==> config.mk <==
export PLATFORM = sky130hd
export DESIGN_NAME = fetch_top
export DESIGN_NICKNAME = d
export VERILOG_FILES = /design/src/source/fetch_pkg.sv /design/src/source/parcel_if.sv /design/src/source/fetch_addr_gen.sv /design/src/source/parcel_queue.sv /design/src/source/insn_align.sv /design/src/source/rvc_expand.sv /design/src/source/fetch_top.sv
export VERILOG_INCLUDE_DIRS = /design/src /design/src/source
export SDC_FILE = /design/constraint.sdc
export NUM_CORES = 1
export LEC_CHECK = 0
export BUFFER_PORTS_ARGS = -buffer_cell sky130_fd_sc_hd__buf_4
export CORE_AREA = 2 2 172 174
export DETAILED_ROUTE_END_ITERATION = 10
export DIE_AREA = 0 0 174 176
export GPL_ROUTABILITY_DRIVEN = 0
export HOLD_SLACK_MARGIN = 0.05
export PLACE_DENSITY = 0.8
export REMOVE_ABC_BUFFERS = 1
export SKIP_LAST_GASP = 1
export SLEW_MARGIN = 20
export SYNTH_ARGS = -nofsm -noshare
export SYNTH_HDL_FRONTEND = slang
export SYNTH_HIERARCHICAL = 1
export SYNTH_SLANG_ARGS = --single-unit
export TNS_END_PERCENT = 50
==> constraint.sdc <==
create_clock -name clk_i -period 10.2 [get_ports clk_i]
set_clock_uncertainty 0.2 [all_clocks]
set_input_delay 0.51 -clock clk_i [delete_from_list [all_inputs] [get_ports clk_i]]
set_output_delay 0.51 -clock clk_i [all_outputs]
set_load 0.01 [all_outputs]
==> src/source/fetch_consts.svh <==
// Fixed RV32 fetch constants; queue logic assumes 16-bit parcels and a depth of at most 15
`ifndef FETCH_CONSTS_SVH
`define FETCH_CONSTS_SVH

////////////////////
// Widths and sizes
`define FETCH_XLEN           32
`define FETCH_PARCEL_W       16
`define FETCH_PC_INIT        32'h0000_0200
`define FETCH_QUEUE_DEPTH    8
`define FETCH_FULL_THRESHOLD 4              // Leaves room for one outstanding plus one returning word

// addi x0,x0,0
`define FETCH_NOP            32'h0000_0013

////////////////////
// RV32 opcodes and functs
`define FETCH_OPC_OP_IMM     7'b0010011
`define FETCH_OPC_OP         7'b0110011
`define FETCH_OPC_JALR       7'b1100111
`define FETCH_F3_ADD         3'b000
`define FETCH_F7_ADD         7'b0000000

// RVC quadrants and functs of the supported subset
`define FETCH_RVC_Q1         2'b01
`define FETCH_RVC_Q2         2'b10
`define FETCH_RVC_F3_ADDI    3'b000
`define FETCH_RVC_F3_LI      3'b010
`define FETCH_RVC_F4_JR_MV   4'b1000
`define FETCH_RVC_F4_ADD     4'b1001

`endif

==> src/source/fetch_pkg.sv <==
// Parcel decode types for RV32C only; field names follow the CI and CR formats of the spec
package fetch_pkg;

  ////////////////////
  // CI format, used by C.ADDI and C.LI
  typedef struct packed {
    logic [2:0] funct3;
    logic       imm5;     // Sign bit of the immediate
    logic [4:0] rd;       // Also rs1 for C.ADDI
    logic [4:0] imm;      // imm[4:0]
    logic [1:0] op;
  } rvc_ci_t;

  ////////////////////
  // CR format, used by C.MV, C.ADD and C.JR
  typedef struct packed {
    logic [3:0] funct4;
    logic [4:0] rd;       // rs1 for C.JR
    logic [4:0] rs2;
    logic [1:0] op;
  } rvc_cr_t;

  // One parcel, two views
  // C.ADDI/C.LI decode it as CI while C.MV/C.ADD/C.JR decode it as CR
  typedef union packed {
    rvc_ci_t ci;
    rvc_cr_t cr;
  } rvc_parcel_t;

endpackage

==> src/source/parcel_if.sv <==
// Queue to aligner link; pop must never exceed head_cnt and acts on the next clock edge
`timescale 1ns/1ps
`include "fetch_consts.svh"

interface parcel_if;

  logic [2*`FETCH_PARCEL_W-1:0] head;        // Two oldest parcels, oldest in the low half
  logic [1:0]                   head_cnt;    // Valid parcels at head, 0 to 2
  logic [1:0]                   head_fault;  // Access fault per head parcel
  logic [1:0]                   pop;         // Parcels consumed this cycle

  modport queue (
    output head,
    output head_cnt,
    output head_fault,
    input  pop
  );

  modport align (
    input  head,
    input  head_cnt,
    input  head_fault,
    output pop
  );

endinterface

==> src/source/fetch_addr_gen.sv <==
// Word-aligned linear fetch; memory must drop outstanding responses when imem_flush_o pulses
`timescale 1ns/1ps
`include "fetch_consts.svh"

module fetch_addr_gen (
  input  logic                  clk_i,
  input  logic                  rst_ni,
  input  logic                  redirect_i,
  input  logic [`FETCH_XLEN-1:0] redirect_pc_i,
  input  logic [3:0]            queue_cnt_i,
  input  logic                  imem_ack_i,
  output logic                  imem_req_o,
  output logic [`FETCH_XLEN-1:0] imem_adr_o,
  output logic                  imem_flush_o
);

  logic run_q;     // Fetch enable, set one cycle after reset
  logic accept;

  ////////////////////
  // Request and flush

  // Stop asking once the queue reaches the threshold
  assign imem_req_o   = run_q & (queue_cnt_i < `FETCH_FULL_THRESHOLD) & ~redirect_i;
  assign imem_flush_o = redirect_i;
  assign accept       = imem_req_o & imem_ack_i;

  always_ff @(posedge clk_i or negedge rst_ni)
  begin
    if (!rst_ni)
      run_q <= 1'b0;
    else
      run_q <= 1'b1;
  end

  ////////////////////
  // Address counter
  always_ff @(posedge clk_i or negedge rst_ni)
  begin
    if (!rst_ni)
      imem_adr_o <= `FETCH_PC_INIT & ~32'h3;
    else if (redirect_i)
      imem_adr_o <= {redirect_pc_i[`FETCH_XLEN-1:2], 2'b00};  // Half-word target fetches whole word
    else if (accept)
      imem_adr_o <= imem_adr_o + 32'd4;
  end

endmodule

==> src/source/parcel_queue.sv <==
// In-order parcel shift queue; relies on the request threshold to never push past its depth
`timescale 1ns/1ps
`include "fetch_consts.svh"

module parcel_queue (
  input  logic                   clk_i,
  input  logic                   rst_ni,
  input  logic                   flush_i,
  input  logic                   flush_half_i,   // Target bit 1, only sampled with flush_i
  input  logic                   imem_valid_i,
  input  logic [`FETCH_XLEN-1:0] imem_word_i,
  input  logic                   imem_fault_i,
  output logic [3:0]             cnt_o,
  parcel_if.queue                pq
);

  logic [`FETCH_PARCEL_W-1:0]    par_q [`FETCH_QUEUE_DEPTH];
  logic [`FETCH_PARCEL_W-1:0]    par_n [`FETCH_QUEUE_DEPTH];
  logic [`FETCH_QUEUE_DEPTH-1:0] fault_q;
  logic [`FETCH_QUEUE_DEPTH-1:0] fault_n;
  logic [3:0]                    cnt_q;
  logic [3:0]                    cnt_n;
  logic [3:0]                    cnt_pop;        // Count left after the pop
  logic                          skip_q;         // Drop low half of next word
  logic                          push;
  logic                          push_lo;

  assign push    = imem_valid_i & ~flush_i;     // Responses in the flush cycle are stale
  assign push_lo = push & ~skip_q;
  assign cnt_pop = cnt_q - {2'b00, pq.pop};

  ////////////////////
  // Shift and push
  always_comb
  begin
    for (int i = 0; i < `FETCH_QUEUE_DEPTH; i++)
    begin
      if (i + int'(pq.pop) < `FETCH_QUEUE_DEPTH)
      begin
        par_n[i]   = par_q[i + int'(pq.pop)];
        fault_n[i] = fault_q[i + int'(pq.pop)];
      end
      else
      begin
        par_n[i]   = '0;
        fault_n[i] = 1'b0;
      end

      // New parcels land right behind the survivors
      if (push_lo && i == int'(cnt_pop))
      begin
        par_n[i]   = imem_word_i[`FETCH_PARCEL_W-1:0];
        fault_n[i] = imem_fault_i;
      end
      if (push && i == int'(cnt_pop + {3'b000, push_lo}))
      begin
        par_n[i]   = imem_word_i[`FETCH_XLEN-1:`FETCH_PARCEL_W];
        fault_n[i] = imem_fault_i;
      end
    end

    if (flush_i)
      cnt_n = 4'd0;
    else
      cnt_n = cnt_pop + (push_lo ? 4'd2 : {3'b000, push});
  end

  always_ff @(posedge clk_i)
  begin
    par_q   <= par_n;
    fault_q <= fault_n;
  end

  always_ff @(posedge clk_i or negedge rst_ni)
  begin
    if (!rst_ni)
    begin
      cnt_q  <= 4'd0;
      skip_q <= 1'b0;
    end
    else
    begin
      cnt_q <= cnt_n;
      if (flush_i)
        skip_q <= flush_half_i;
      else if (push)
        skip_q <= 1'b0;         // Only the first word after redirect
    end
  end

  ////////////////////
  // Head view
  assign pq.head       = {par_q[1], par_q[0]};
  assign pq.head_fault = {fault_q[1], fault_q[0]};
  assign pq.head_cnt   = (cnt_q > 4'd1) ? 2'd2 : cnt_q[1:0];
  assign cnt_o         = cnt_q;

endmodule

==> src/source/insn_align.sv <==
// Length decode for 16/32-bit only; a redirect wins over stall and drops the held output
`timescale 1ns/1ps
`include "fetch_consts.svh"

module insn_align (
  input  logic                   clk_i,
  input  logic                   rst_ni,
  input  logic                   redirect_i,
  input  logic [`FETCH_XLEN-1:0] redirect_pc_i,
  input  logic                   stall_i,
  parcel_if.align                pq,
  input  logic [`FETCH_XLEN-1:0] exp_insn_i,
  input  logic                   exp_illegal_i,
  output fetch_pkg::rvc_parcel_t rvc_o,
  output logic [`FETCH_XLEN-1:0] insn_o,
  output logic [`FETCH_XLEN-1:0] pc_o,
  output logic                   valid_o,
  output logic                   illegal_o,
  output logic                   fault_o
);

  import fetch_pkg::*;

  logic [`FETCH_PARCEL_W-1:0] lo;
  logic                       is_rvc;
  logic                       avail;      // Whole instruction at head
  logic                       issue;
  logic [`FETCH_XLEN-1:0]     nxt_pc_q;
  logic [`FETCH_XLEN-1:0]     insn_d;

  assign lo     = pq.head[`FETCH_PARCEL_W-1:0];
  assign is_rvc = (lo[1:0] != 2'b11);
  assign avail  = is_rvc ? (pq.head_cnt != 2'd0) : (pq.head_cnt == 2'd2);
  assign issue  = avail & ~stall_i & ~redirect_i;

  assign pq.pop = !issue ? 2'd0 : (is_rvc ? 2'd1 : 2'd2);
  assign rvc_o  = rvc_parcel_t'(lo);              // Expander sees the low parcel
  assign insn_d = is_rvc ? exp_insn_i : pq.head;

  ////////////////////
  // Next PC
  always_ff @(posedge clk_i or negedge rst_ni)
  begin
    if (!rst_ni)
      nxt_pc_q <= `FETCH_PC_INIT;
    else if (redirect_i)
      nxt_pc_q <= {redirect_pc_i[`FETCH_XLEN-1:1], 1'b0};
    else if (issue)
      nxt_pc_q <= nxt_pc_q + (is_rvc ? 32'd2 : 32'd4);
  end

  ////////////////////
  // Output stage
  always_ff @(posedge clk_i or negedge rst_ni)
  begin
    if (!rst_ni)
    begin
      valid_o   <= 1'b0;
      insn_o    <= `FETCH_NOP;
      pc_o      <= `FETCH_PC_INIT;
      illegal_o <= 1'b0;
      fault_o   <= 1'b0;
    end
    else if (redirect_i)
      valid_o <= 1'b0;
    else if (!stall_i)
    begin
      valid_o <= avail;
      if (avail)
      begin
        insn_o    <= insn_d;
        pc_o      <= nxt_pc_q;
        illegal_o <= is_rvc & exp_illegal_i;
        fault_o   <= is_rvc ? pq.head_fault[0] : |pq.head_fault;  // Either half faulting
      end
    end
  end

endmodule

==> src/source/rvc_expand.sv <==
// Expands only C.NOP/C.ADDI, C.LI, C.MV, C.ADD and C.JR; all else returns the parcel as illegal
`timescale 1ns/1ps
`include "fetch_consts.svh"

module rvc_expand (
  input  fetch_pkg::rvc_parcel_t rvc_i,
  output logic [`FETCH_XLEN-1:0] insn_o,
  output logic                   illegal_o
);

  import fetch_pkg::*;

  rvc_ci_t     ci;
  rvc_cr_t     cr;
  logic [11:0] imm_ci;       // Sign-extended CI immediate

  assign ci     = rvc_i.ci;
  assign cr     = rvc_i.cr;
  assign imm_ci = {{7{ci.imm5}}, ci.imm};

  always_comb
  begin
    insn_o    = {16'h0000, rvc_i};   // Unsupported or reserved
    illegal_o = 1'b1;

    if (ci.op == `FETCH_RVC_Q1 && ci.funct3 == `FETCH_RVC_F3_ADDI)
    begin
      illegal_o = 1'b0;
      if (ci.rd == 5'd0)
        insn_o = `FETCH_NOP;         // C.NOP and its hints
      else
        insn_o = {imm_ci, ci.rd, `FETCH_F3_ADD, ci.rd, `FETCH_OPC_OP_IMM};
    end
    else if (ci.op == `FETCH_RVC_Q1 && ci.funct3 == `FETCH_RVC_F3_LI)
    begin
      illegal_o = 1'b0;
      insn_o    = {imm_ci, 5'd0, `FETCH_F3_ADD, ci.rd, `FETCH_OPC_OP_IMM};  // addi rd,x0,imm
    end
    else if (cr.op == `FETCH_RVC_Q2 && cr.funct4 == `FETCH_RVC_F4_JR_MV)
    begin
      if (cr.rs2 != 5'd0)
      begin
        // C.MV is add rd,x0,rs2
        illegal_o = 1'b0;
        insn_o    = {`FETCH_F7_ADD, cr.rs2, 5'd0, `FETCH_F3_ADD, cr.rd, `FETCH_OPC_OP};
      end
      else if (cr.rd != 5'd0)
      begin
        illegal_o = 1'b0;
        insn_o    = {12'd0, cr.rd, 3'b000, 5'd0, `FETCH_OPC_JALR};  // jalr x0,0(rd)
      end
    end
    else if (cr.op == `FETCH_RVC_Q2 && cr.funct4 == `FETCH_RVC_F4_ADD && cr.rs2 != 5'd0)
    begin
      // C.ADD only, C.JALR and C.EBREAK are not supported
      illegal_o = 1'b0;
      insn_o    = {`FETCH_F7_ADD, cr.rs2, cr.rd, `FETCH_F3_ADD, cr.rd, `FETCH_OPC_OP};
    end
  end

endmodule

==> src/source/fetch_top.sv <==
// RV32 fetch front end; memory returns words in order with at least one cycle of latency
`timescale 1ns/1ps
`include "fetch_consts.svh"

module fetch_top (
  input  logic                   clk_i,
  input  logic                   rst_ni,
  output logic [`FETCH_XLEN-1:0] imem_adr_o,
  output logic                   imem_req_o,
  input  logic                   imem_ack_i,
  output logic                   imem_flush_o,
  input  logic                   imem_valid_i,
  input  logic [`FETCH_XLEN-1:0] imem_word_i,
  input  logic                   imem_fault_i,
  input  logic                   redirect_i,
  input  logic [`FETCH_XLEN-1:0] redirect_pc_i,
  input  logic                   stall_i,
  output logic [`FETCH_XLEN-1:0] insn_o,
  output logic [`FETCH_XLEN-1:0] pc_o,
  output logic                   valid_o,
  output logic                   illegal_o,
  output logic                   fault_o
);

  import fetch_pkg::*;

  logic [3:0]             queue_cnt;
  rvc_parcel_t            rvc;
  logic [`FETCH_XLEN-1:0] exp_insn;
  logic                   exp_illegal;

  parcel_if pq_if ();

  ////////////////////
  // Memory side
  fetch_addr_gen u_addr_gen (
    .clk_i         (clk_i),
    .rst_ni        (rst_ni),
    .redirect_i    (redirect_i),
    .redirect_pc_i (redirect_pc_i),
    .queue_cnt_i   (queue_cnt),
    .imem_ack_i    (imem_ack_i),
    .imem_req_o    (imem_req_o),
    .imem_adr_o    (imem_adr_o),
    .imem_flush_o  (imem_flush_o)
  );

  parcel_queue u_queue (
    .clk_i        (clk_i),
    .rst_ni       (rst_ni),
    .flush_i      (imem_flush_o),
    .flush_half_i (redirect_pc_i[1]),   // Skip low parcel for half-word targets
    .imem_valid_i (imem_valid_i),
    .imem_word_i  (imem_word_i),
    .imem_fault_i (imem_fault_i),
    .cnt_o        (queue_cnt),
    .pq           (pq_if.queue)
  );

  ////////////////////
  // Instruction side
  insn_align u_align (
    .clk_i         (clk_i),
    .rst_ni        (rst_ni),
    .redirect_i    (redirect_i),
    .redirect_pc_i (redirect_pc_i),
    .stall_i       (stall_i),
    .pq            (pq_if.align),
    .exp_insn_i    (exp_insn),
    .exp_illegal_i (exp_illegal),
    .rvc_o         (rvc),
    .insn_o        (insn_o),
    .pc_o          (pc_o),
    .valid_o       (valid_o),
    .illegal_o     (illegal_o),
    .fault_o       (fault_o)
  );

  rvc_expand u_expand (
    .rvc_i     (rvc),
    .insn_o    (exp_insn),
    .illegal_o (exp_illegal)
  );

endmodule

==> reports/results.txt <==
The final clock period utilization by the worst path came out at 67.07%. During synthesis, Yosys emitted a total of 6 warnings. The worst max-slew margin expressed relative to the limit was 21.15%. The library cells used most frequently in the layout, excluding fill and tap cells, are 420 x sky130_fd_sc_hd__nand2_1, 188 x sky130_fd_sc_hd__buf_4, 172 x sky130_fd_sc_hd__nor2_1.

The final layout contains routed wiring with a total length of 50250 µm. During placement, the flow inserted port buffers numbering 167. The critical path runs through a total of 17 cells.

Layout overhead on the synthesized area: 13.70%. Setup repair after global routing left no endpoint under its margin. The maximum number of buffers from clock root to sink came out at 3. Power spread over the standard cell area amounts to 273.1 nW/µm². The maximum level of the CTS H-tree was 1; the switching share of total power was 39.04%.

Summing every instance area after synthesis gives 16960 µm². Cells with a size suffix above 1 make up 17.48% of the layout. For the met1 global-route usage, the log shows 41.23%.

After clock tree synthesis, the clock-pin slew on the worst setup and hold paths is 0.06 ns. The post-detailed-placement cell area is 17780 µm², and the worst hold slack is 0.06977 ns. Leaving out fill and tap cells, the most frequent cell in the layout is sky130_fd_sc_hd__nand2_1. STA classifies the critical path startpoint as a register.

Counting the buffers created by CTS gives 30. Clock network latency to the later pin of the worst-skew pair: 0.56 ns. Together, buffers and inverters on the worst path number 3. Sequential cells were found to cover 35.71% of the synthesized design area. The layer flagged by global routing as most heavily used is met2.

The total power draw was 5.267 mW. The run finished with clean final reports. The run gives 19290 µm² as the final non-filler cell area.

The run gives 30970 µm as the final HPWL from detailed placement. Walking the worst path, the cells encountered are or3_1 > nor2_1 > o21bai_1 > nor2_1 > nand2_1 > nor2_4 > buf_12 > ha_1 > inv_1 > fa_1 > ha_1 > inv_1 > nor2_1 > a21boi_2 > a211o_1 > a21oi_1 > a31oi_1. The die is 176 µm tall. For this configuration, the core starts out at a cell density of 59.42%.

Static timing analysis puts the maximum clock frequency at 0.1462 GHz. The critical path's top delay family is compound AO/OA/AOI/OAI gates. The die is 174 µm wide. The number of cells traversed by the worst hold path was 3. The floorplan step defined a die boundary enclosing 30620 µm². Global routing consumed, over all layers together, 31.94% of the routing resources. The routing usage on met2 came out at 52.21%.

The logs give 15270 for the via count of the first global-routing pass and 1930 for the initial DRC count. The worst setup path is captured at a register. The total core area was 28550 µm². Global routing consumed, on the met3 layer, 4.694% of the routing resources. Counting stages on the worst path, the most repeated cell is sky130_fd_sc_hd__nor2_1. The logs give 0 for the remaining global-route overflow and 15990 for the routed via count.

Summed over all cells, the static leakage comes to 7.880 nW. For this run, design rule violations remaining after detail routing come to 0. Max-cap violations in this run came to 0.

After detailed routing, the average wire length per cell comes to 20.21 µm. The number of cells in the design after placement is 2376. At the pin with the least slew margin, the transition time is 1.183 ns. The run gives 269 as the number of clock sinks seen by CTS. Setup slack on the worst reg-to-reg path comes out at 3.36 ns. Counting cells, the worst reg-to-reg path comes to 17. The run gives 0 as the post-CTS setup-driven buffer insertion count. The prevailing post-synth register cell was sky130_fd_sc_hd__dfxtp_1. The run gives 43.3% as the combinational cell fraction of total power.

The average size of a mapped cell came out at 8.357 µm². The critical path is of the reg -> reg type. Row generation in the floorplan step produced 62 rows.

In this run, synthesis inferred 0 flip-flops with an integrated enable. Of all nets on the critical path, the largest fanout is 139. The average via count per standard cell is 6.432, and the total count of max-transition violations in the final report is 0. In the final design database the tool counted 2159 nets. During I/O placement, the number of pins put on the boundary was 172.

Internal power of the cells: 3.210 mW. In this run the worst hold path is classified as in -> reg. The number of routed nets with antenna violations came out at 0. The first global-routing pass estimated 79210 µm of wire.

TritonCTS built the clock tree. In this run the power spent charging and discharging nets is 2.056 mW. The peak per-stage delay on the critical path came out at 0.90 ns.

The worst endpoint data arrival time was 7.12 ns; the critical path data required time was 10.48 ns. The count of final hold-check violations was 0. After layout, the minimum clock period comes to 6.841 ns. The number of antenna violations at the first check in global routing was 3.

The synthesized netlist contains 93 unique library cells. Among all stages on the critical path, the largest delay is contributed by sky130_fd_sc_hd__a211o_1. Clock tree synthesis selected as its root buffer the cell sky130_fd_sc_hd__clkbuf_16. The non-filler instance count after layout is 2486.

The run gives 0.1493 mV as the worst vdd rail ir drop. The run gives 140 as the largest net degree at the start of global routing. The synthesized netlist cell count was 2030.

In the synthesized netlist the async set-or-reset flop fraction comes to 49.44%. The logs give 2249 for the filler cell count in the final layout and 20.7% for the clock network fraction of design power. After synthesis the netlist holds a flip-flop and latch count of 269.

Core occupancy in the finished layout: 67.56%. Setup violations remaining at the end of the flow were counted as 0. In this run, flip-flops and latches consume 36.0% of the power. The first TritonRoute pass finished after 6 iterations.
-- cells in the mapped netlist, types with 7 or more instances --
library cell | count | area [µm²]
sky130_fd_sc_hd__mux2i_1 | 103 | 1031
sky130_fd_sc_hd__nand2_1 | 420 | 1577
sky130_fd_sc_hd__nand2b_1 | 9 | 56.30
sky130_fd_sc_hd__nor3b_1 | 25 | 187.7
sky130_fd_sc_hd__xor2_1 | 32 | 280.3
sky130_fd_sc_hd__a31oi_1 | 67 | 419.2
sky130_fd_sc_hd__inv_1 | 18 | 67.56
sky130_fd_sc_hd__xnor2_1 | 8 | 70.07
sky130_fd_sc_hd__nor2b_1 | 7 | 43.79
sky130_fd_sc_hd__or3_1 | 7 | 43.79
sky130_fd_sc_hd__dfrtp_1 | 127 | 3178
sky130_fd_sc_hd__dfxtp_1 | 136 | 2723
sky130_fd_sc_hd__mux4_2 | 68 | 1531
sky130_fd_sc_hd__buf_2 | 63 | 315.3
sky130_fd_sc_hd__ha_1 | 11 | 137.6
sky130_fd_sc_hd__nand4_1 | 30 | 187.7
sky130_fd_sc_hd__nor2_1 | 175 | 656.9
sky130_fd_sc_hd__and2_1 | 14 | 87.58
sky130_fd_sc_hd__o21ai_1 | 12 | 60.06
sky130_fd_sc_hd__buf_4 | 63 | 473.0
sky130_fd_sc_hd__nand3_1 | 103 | 515.5
sky130_fd_sc_hd__buf_1 | 11 | 41.29
sky130_fd_sc_hd__and3_1 | 14 | 87.58
sky130_fd_sc_hd__a21oi_1 | 155 | 775.7
sky130_fd_sc_hd__o21ai_0 | 111 | 555.5
sky130_fd_sc_hd__nor3_1 | 25 | 125.1
sky130_fd_sc_hd__clkbuf_1 | 88 | 330.3
-- stage by stage --
step / worst slack [ns] / TNS (ns)
after floorplan: -4.801 / -608.66
after global placement: 3.535 / 0
after detailed placement: 3.265 / 0
after CTS: 3.208 / 0
after global routing: 2.927 / 0
final: 3.359 / 0
-- flip-flops by register name, indices dropped and copies added, names as in the netlist --
register and cells:
u_addr_gen/imem_adr_o 30, u_addr_gen/run_q 1, u_align/fault_o 1, u_align/illegal_o 1, u_align/insn_o 32, u_align/nxt_pc_q 31
u_align/pc_o 31, u_align/valid_o 1, u_queue/cnt_o 4, u_queue/fault_q 8, u_queue/par_q 96, u_queue/pq.head 32
u_queue/skip_q 1
-- power groups by stage --
stage                     sequential [mW]  clock [mW]  combinational, mW
after floorplan                      1.82           0               1.58
final                                1.90        1.09               2.28
after global placement               1.86           0               2.13
after detailed placement             1.89           0               2.20
after global routing                 1.94        1.14               2.49
after CTS                            1.88        1.10               2.24
-- worst register-to-register path, delay by kind of cell, from the launching register on --
family	cells	cell delay, ns
AOI/OAI and AO/OA	5	2.14
adders and majority gates	3	1.66
and+or+nand+nor	6	1.54
buffers and inverters	3	0.68
DFF	1	0.53
-- path summary, 6_finish.rpt --
| kind | start | endpoint |
|---|---|---|
| worst max-delay path | u_queue/cnt_o[2] | u_queue/fault_q[2] |
| worst min-delay path | imem_word_i[3] | u_queue/par_q[51] |
| worst max register to register | u_queue/cnt_o[2] | u_queue/fault_q[2] |
| worst min register to register | u_align/pc_o[9] | u_align/pc_o[9] |
| max in group asynchronous | rst_ni | u_addr_gen/imem_adr_o[7] |
| min in group asynchronous | rst_ni | u_align/insn_o[18] |
-- per-layer routing --
layer,part of all wire [%],up-vias
met5,0,-
met4,5.0,0
met3,9.4,241
met2,47,1014
met1,39,7569
li1,-,7166
-- cell type report --
cell class / count / area [µm²] / share of cell area [%]
multi-input cells: 1514 / 9734 / 50.47
inverters: 19 / 71.32 / 0.3698
flip-flops and latches: 269 / 6058 / 31.41
clock buffers: 43 / 829.5 / 4.301
diodes: 3 / 7.507 / 0.03892
clock inverters: 13 / 152.6 / 0.7914
repair buffers: 241 / 1953 / 10.13
well taps: 384 / 480.5 / 2.491
-- repair_timing --
item,in CTS,in global routing
hold endpoints to repair,153,0
hold buffers,51,0
gates resized for setup,0,0
-- kinds of logic after synthesis --
| group | share of synthesized area, % |
|---|---|
| AO/OA/AOI/OAI | 13.84 |
| XOR/XNOR | 2.161 |
| adder cells (fa/ha/maj) | 1.047 |
| buffers and inverters | 7.486 |
| flip-flops | 35.71 |
| multiplexers | 15.50 |
| other | 0.06638 |
| AND/OR/NAND/NOR | 24.18 |
Power figures use the tool's default switching activity.
